## config.mk

```make
export PLATFORM = sky130hd
export DESIGN_NAME = tunnel_chan_fifo
export DESIGN_NICKNAME = d
export VERILOG_FILES = /design/src/logic/tunnel_pkg.sv /design/src/logic/tunnel_chan_fifo.sv
export VERILOG_INCLUDE_DIRS = /design/src /design/src/logic
export SDC_FILE = /design/constraint.sdc
export NUM_CORES = 1
export LEC_CHECK = 0
export BUFFER_PORTS_ARGS = -buffer_cell sky130_fd_sc_hd__buf_2
export CAP_MARGIN = 20
export CORE_UTILIZATION = 31
export CTS_BUF_LIST = sky130_fd_sc_hd__clkbuf_16
export CTS_CLUSTER_DIAMETER = 200
export CTS_CLUSTER_SIZE = 10
export DETAILED_ROUTE_END_ITERATION = 12
export PLACE_DENSITY = 0.57
export SLEW_MARGIN = 10
export SYNTH_ARGS = -nofsm -noshare
export SYNTH_HDL_FRONTEND = slang
export SYNTH_SLANG_ARGS = --single-unit
export TNS_END_PERCENT = 30
```

## constraint.sdc

```tcl
create_clock -name clk_i -period 1.56 [get_ports clk_i]
set_input_delay 0.234 -clock clk_i [delete_from_list [all_inputs] [get_ports clk_i]]
set_output_delay 0.234 -clock clk_i [all_outputs]
set_load 0.02 [all_outputs]
```

## src/logic/tunnel_defs.svh

```systemverilog
`ifndef TUNNEL_DEFS_SVH
`define TUNNEL_DEFS_SVH

// Number of independent channels sharing the link
`define TUNNEL_NUM_CH 2

// Payload bits carried per channel word
`define TUNNEL_WIDTH 16

// Receive buffer depth per channel, which is also the starting remote credit
`define TUNNEL_CREDITS 4

`endif

```

## src/logic/tunnel_pkg.sv

```systemverilog
`default_nettype none

`include "tunnel_defs.svh"

package tunnel_pkg;

  // Channel number carried with every flit
  typedef logic [$clog2(`TUNNEL_NUM_CH)-1:0] chan_id_t;

  typedef logic [`TUNNEL_WIDTH-1:0] payload_t;

  // One link transfer, the channel tag sits above the payload
  typedef struct packed
  {
    chan_id_t id;
    payload_t data;
  } flit_t;

  // Holds 0 up to a full buffer of credits
  typedef logic [$clog2(`TUNNEL_CREDITS+1)-1:0] credit_cnt_t;

endpackage

`default_nettype wire

```

## src/logic/tunnel_chan_fifo.sv

```systemverilog
`timescale 1ns/1ps
`default_nettype none

`include "tunnel_defs.svh"

module tunnel_chan_fifo
  (input  logic                 clk_i
  ,input  logic                 reset_i
  ,input  logic                 push_i
  ,input  tunnel_pkg::payload_t push_data_i
  ,input  logic                 pop_i
  ,output logic                 valid_o
  ,output tunnel_pkg::payload_t data_o
  );

  import tunnel_pkg::*;

  localparam int depth_lp = `TUNNEL_CREDITS;
  localparam int ptr_w_lp = (depth_lp > 1) ? $clog2(depth_lp) : 1;

  payload_t            mem_r [depth_lp];
  logic [ptr_w_lp-1:0] wptr_r;
  logic [ptr_w_lp-1:0] rptr_r;
  credit_cnt_t         count_r;

  always_ff @(posedge clk_i)
  begin
    if (reset_i)
    begin
      wptr_r  <= '0;
      rptr_r  <= '0;
      count_r <= '0;
    end
    else
    begin
      if (push_i)
        wptr_r <= (wptr_r == ptr_w_lp'(depth_lp-1)) ? '0 : wptr_r + 1'b1;
      if (pop_i)
        rptr_r <= (rptr_r == ptr_w_lp'(depth_lp-1)) ? '0 : rptr_r + 1'b1;
      count_r <= count_r + credit_cnt_t'(push_i) - credit_cnt_t'(pop_i);
    end
  end

  always_ff @(posedge clk_i)
  begin
    if (push_i)
      mem_r[wptr_r] <= push_data_i;
  end

  // Show-ahead read of the oldest word
  assign valid_o = (count_r != '0);
  assign data_o  = mem_r[rptr_r];

  // Sender only pushes against credits this buffer gave back
  a_no_overflow: assert property (@(posedge clk_i) disable iff (reset_i)
    push_i |-> (count_r != credit_cnt_t'(depth_lp)));

  a_no_underflow: assert property (@(posedge clk_i) disable iff (reset_i)
    pop_i |-> (count_r != '0));

endmodule

`default_nettype wire

```

==> results by stage <==
Run status:
- The flow ran to the end, but the final reports show violations.
- The final reports fail on negative setup slack.

Final layout:
- The final antenna diode count is 0.
- The layout has 778 filler cells.
- At the end of the flow, the number of nets in the layout was approximately 210.
- The post-route netlist has about 47% of its cells at a drive strength greater than 1.
- The post-synthesis to final-layout area growth is 28.1%.

Drt:
- The per-cell via count in the routed design is 4.40.
- The routed design uses 2160 um of met2 wire.
- The number of DRC markers after the initial detailed-route iteration is 41.
- The uppermost layer routed is met4.
- The detailed-routing iteration count for the pre-antenna-repair pass is 4.
- After detailed routing, the wire length on met1 is 2080 um.
- Detailed routing inserted a total of 1293 vias.
- The detailed route wirelength on metal3 is ~250 um.
- The wire length reported by the detailed router is 4550 um.
- The DRC violation count after routing is 0.
- The wire length per cell after detailed routing is between 15 and 20 um.
- The final antenna-violating net count is 0.

Timing:
- Setup repair after global routing could not meet its margin everywhere.
- In this run the tightest slew margin relative to its limit is approximately 86%.
- Setup slack on the critical path of the routed design comes to -197 ps.
- The highest achievable clock rate is 0.569 GHz.
- The worst hold slack is ~120 ps.
- The count of final max-slew check failures was 0.
- The aggregate negative setup slack is -2770 ps.
- After layout, the worst path uses 113% of the clock period.
- The number of hold violations in the final report was 0.
- The measured slew at the worst slew-check pin is 212 ps.
- The shortest period the worst path allows is ~1800 ps.
- The clock arrives with around 7 ps of skew.
- Setup violations remaining at the end of the flow were counted as 16.

CTS:
- The H-tree level count is 3.
- The maximum root-to-sink buffer count is 2.
- Clock tree synthesis found a total of 73 sinks.
- The TritonCTS clock tree is yes.
- Buffers inserted to repair hold after CTS numbered 0.
- The total setup buffers inserted after CTS is 0.
- The library cell used as clock root buffer is sky130_fd_sc_hd__clkbuf_16.
- The clock reaches the later pin of the worst-skew pair after approximately 330 ps.
- Counting the buffers created by CTS gives 9.
- The post-CTS clock slew at the launch and capture registers of the worst setup and hold paths is about 60 ps.

Place:
- The number of input and output port buffers inserted is 36.
- Detailed placement finished with a half-perimeter wire length of between 3000 and 4000 um.
- The placer's final routability congestion estimate is around 0.63.

Critical path:
- The launch point of the worst reg-to-reg path is count_r[0].
- The critical path is of the flip-flop to output port type.
- Data arrives at the worst endpoint at 1520 ps.
- STA classifies the critical path startpoint as a flip-flop.
- The cell with the biggest individual delay on the critical path is sky130_fd_sc_hd__mux4_2.
- Walking the worst path, the cells encountered are buf_12, mux4_2, buf_6.
- The largest driver fanout on the critical path is 8.
- The cell type group with the largest total delay on the critical path is multiplexers.
- On the worst path, the slowest cell contributes a delay of roughly 530 ps.
- Counting both buffers and inverters, the worst setup path holds a total of 2.
- STA puts the critical path data required time at 1330 ps.
- The worst setup path is captured at an output port.

Synth:
- For this run, the register share of the synthesized area comes to roughly three quarters.
- The number of synthesized register bits is between 70 and 80.
- The total nets after synthesis is 153.
- The total of warnings raised by yosys is 0.
- Counting distinct cell types in the post-synthesis netlist gives 19.
- The average size of a mapped cell is 22.3 um2.
- The cell area after technology mapping is about 2800 um2.
- The count of mapped cells out of synthesis is roughly 130.

Die:
- The core region is 8720 um2.
- The die height is 96.8 um.
- From left edge to right edge, the die measures roughly 97 um.
- For this configuration, the core starts out at a cell density of about a third.
- The floorplan has 34 rows.
- The area enclosed by the die boundary is 9380 um2.
- The number of I/O pins is 37.

Pwr:
- In this run the static leakage power is approximately 1.3 nW.
- After layout, the design draws a total of ~5 mW.
- The power density normalized to cell area is roughly 1400 nW/um2.
- IR analysis of the VDD net gives a maximum drop of about 0.66 mV.

GRT:
- The initial antenna violation count is 0.
- The global-route usage over all layers is approximately a tenth.
- Entering global routing, the biggest net connects 16 pins.
- The number of global-route vias before repair came to 1407.
- The final global-route overflow total is 0.
- The first global-routing pass estimated 7290 um of wire.

Worst hold path:
- In this run the most critical hold path is launched from push_data_i[9].
- The class of the tightest hold or removal check is input port to flip-flop.

Job:
- The count of maximum capacitance violations is 0.
cells by family after synthesis:
group | share of synthesized area (%)
buffers and inverters | 2.15
muxes | 14.5
AOI/OAI and AO/OA | 0.359
xor gates and xnor gates | 0.808
and+or+nand+nor | 2.96
adders and majority gates | 3.86
DFF | 75.4
final cells by class:
type	instances	area [um2]	area share (%)
clock buffers	9	225	6.31
clock inverters	7	92.6	2.59
inverters	5	18.8	0.526
multi-input cells	43	619	17.4
flip-flops and latches	73	2110	59.0
well taps	108	135	3.79
repair buffers	49	372	10.4
report_power, final:
group	switching, mW	internal (mW)
registers	0.0433	2.23
clock network	0.745	1.39
logic	0.273	0.302
total	1.06	3.93
worst reg2reg max path: cells and delay by family (launching register included):
family	cells	cell delay [ps]
buffers and inverters	3	130
and+or+nand+nor	1	100
DFF	1	330
adders and majority gates	3	830
Yosys cell counts:
cell / n / share of area [%]
sky130_fd_sc_hd__nor2b_1: 1 / 0.22
sky130_fd_sc_hd__edfxtp_1: 64 / 69
sky130_fd_sc_hd__inv_1: 5 / 0.67
sky130_fd_sc_hd__mux4_2: 10 / 8.1
sky130_fd_sc_hd__and2_1: 4 / 0.90
sky130_fd_sc_hd__nor2_1: 4 / 0.54
sky130_fd_sc_hd__mux2i_1: 2 / 0.72
sky130_fd_sc_hd__buf_12: 1 / 0.72
sky130_fd_sc_hd__a21oi_1: 2 / 0.36
sky130_fd_sc_hd__xnor3_1: 1 / 0.81
sky130_fd_sc_hd__buf_6: 1 / 0.40
sky130_fd_sc_hd__fa_1: 1 / 0.72
sky130_fd_sc_hd__dfxtp_1: 9 / 6.5
sky130_fd_sc_hd__nand2b_1: 2 / 0.45
sky130_fd_sc_hd__buf_2: 2 / 0.36
sky130_fd_sc_hd__or3b_2: 2 / 0.63
sky130_fd_sc_hd__ha_1: 7 / 3.1
sky130_fd_sc_hd__or3_1: 1 / 0.22
sky130_fd_sc_hd__mux4_1: 6 / 5.7
worst paths after layout:
| check | cells past startpoint | to | slack [ps] |
|---|---|---|---|
| min reg2reg | 2 | flip-flop | 510 |
| max | 3 | data_o[6] | -200 |
| max reg2reg | 7 | count_r[1] | 100 |
| min | 1 | mem_r[1][9] | 120 |
layer usage:
layer / vias up / track usage, %
li1: 612 / -
met1: 637 / 13.2
met2: 40 / 16.3
met3: 4 / 5.13
met4: 0 / 3.44
met5: - / 0
metrics by stage:
stage                     util, %  worst slack, ps  std cells  instance area (um2)
after floorplan                 -             70.0        125                 2790
after global routing         40.9             -245        294                 3570
after CTS                    40.5             -218        294                 3530
after global placement       36.4            -1.37        278                 3170
after detailed placement     36.4            -7.40        278                 3170
final                        40.9             -197        294                 3570
cells in the final DEF, fill, tap and decap left out, types with 2 or more instances in the layout:
master                       instances
sky130_fd_sc_hd__ha_1                6
sky130_fd_sc_hd__a21oi_1             2
sky130_fd_sc_hd__mux2i_1             2
sky130_fd_sc_hd__inv_1               4
sky130_fd_sc_hd__nand2b_1            2
sky130_fd_sc_hd__edfxtp_1           64
sky130_fd_sc_hd__buf_6               9
sky130_fd_sc_hd__and2_1              3
sky130_fd_sc_hd__buf_12              3
sky130_fd_sc_hd__or3b_2              2
sky130_fd_sc_hd__clkinvlp_4          2
sky130_fd_sc_hd__buf_2              27
sky130_fd_sc_hd__mux4_2             16
sky130_fd_sc_hd__buf_4              10
sky130_fd_sc_hd__clkbuf_16           9
sky130_fd_sc_hd__dfxtp_1             7
sky130_fd_sc_hd__nor2_1              4
sky130_fd_sc_hd__bufinv_16           2
repair_timing:
action / CTS / global route
gates cloned: 0 / 0
pin swaps: 0 / 0
resized for setup: 27 / 10
endpoints found under the setup margin: 16 / 29
sequential cells by signal, summed over array words and instances, names as in the netlist, named ones only:
| register | cells |
|---|---|
| count_r | 3 |
| rptr_r | 2 |
| mem_r | 64 |
| wptr_r | 2 |
Note: power is estimated with default switching activity, not from simulation.
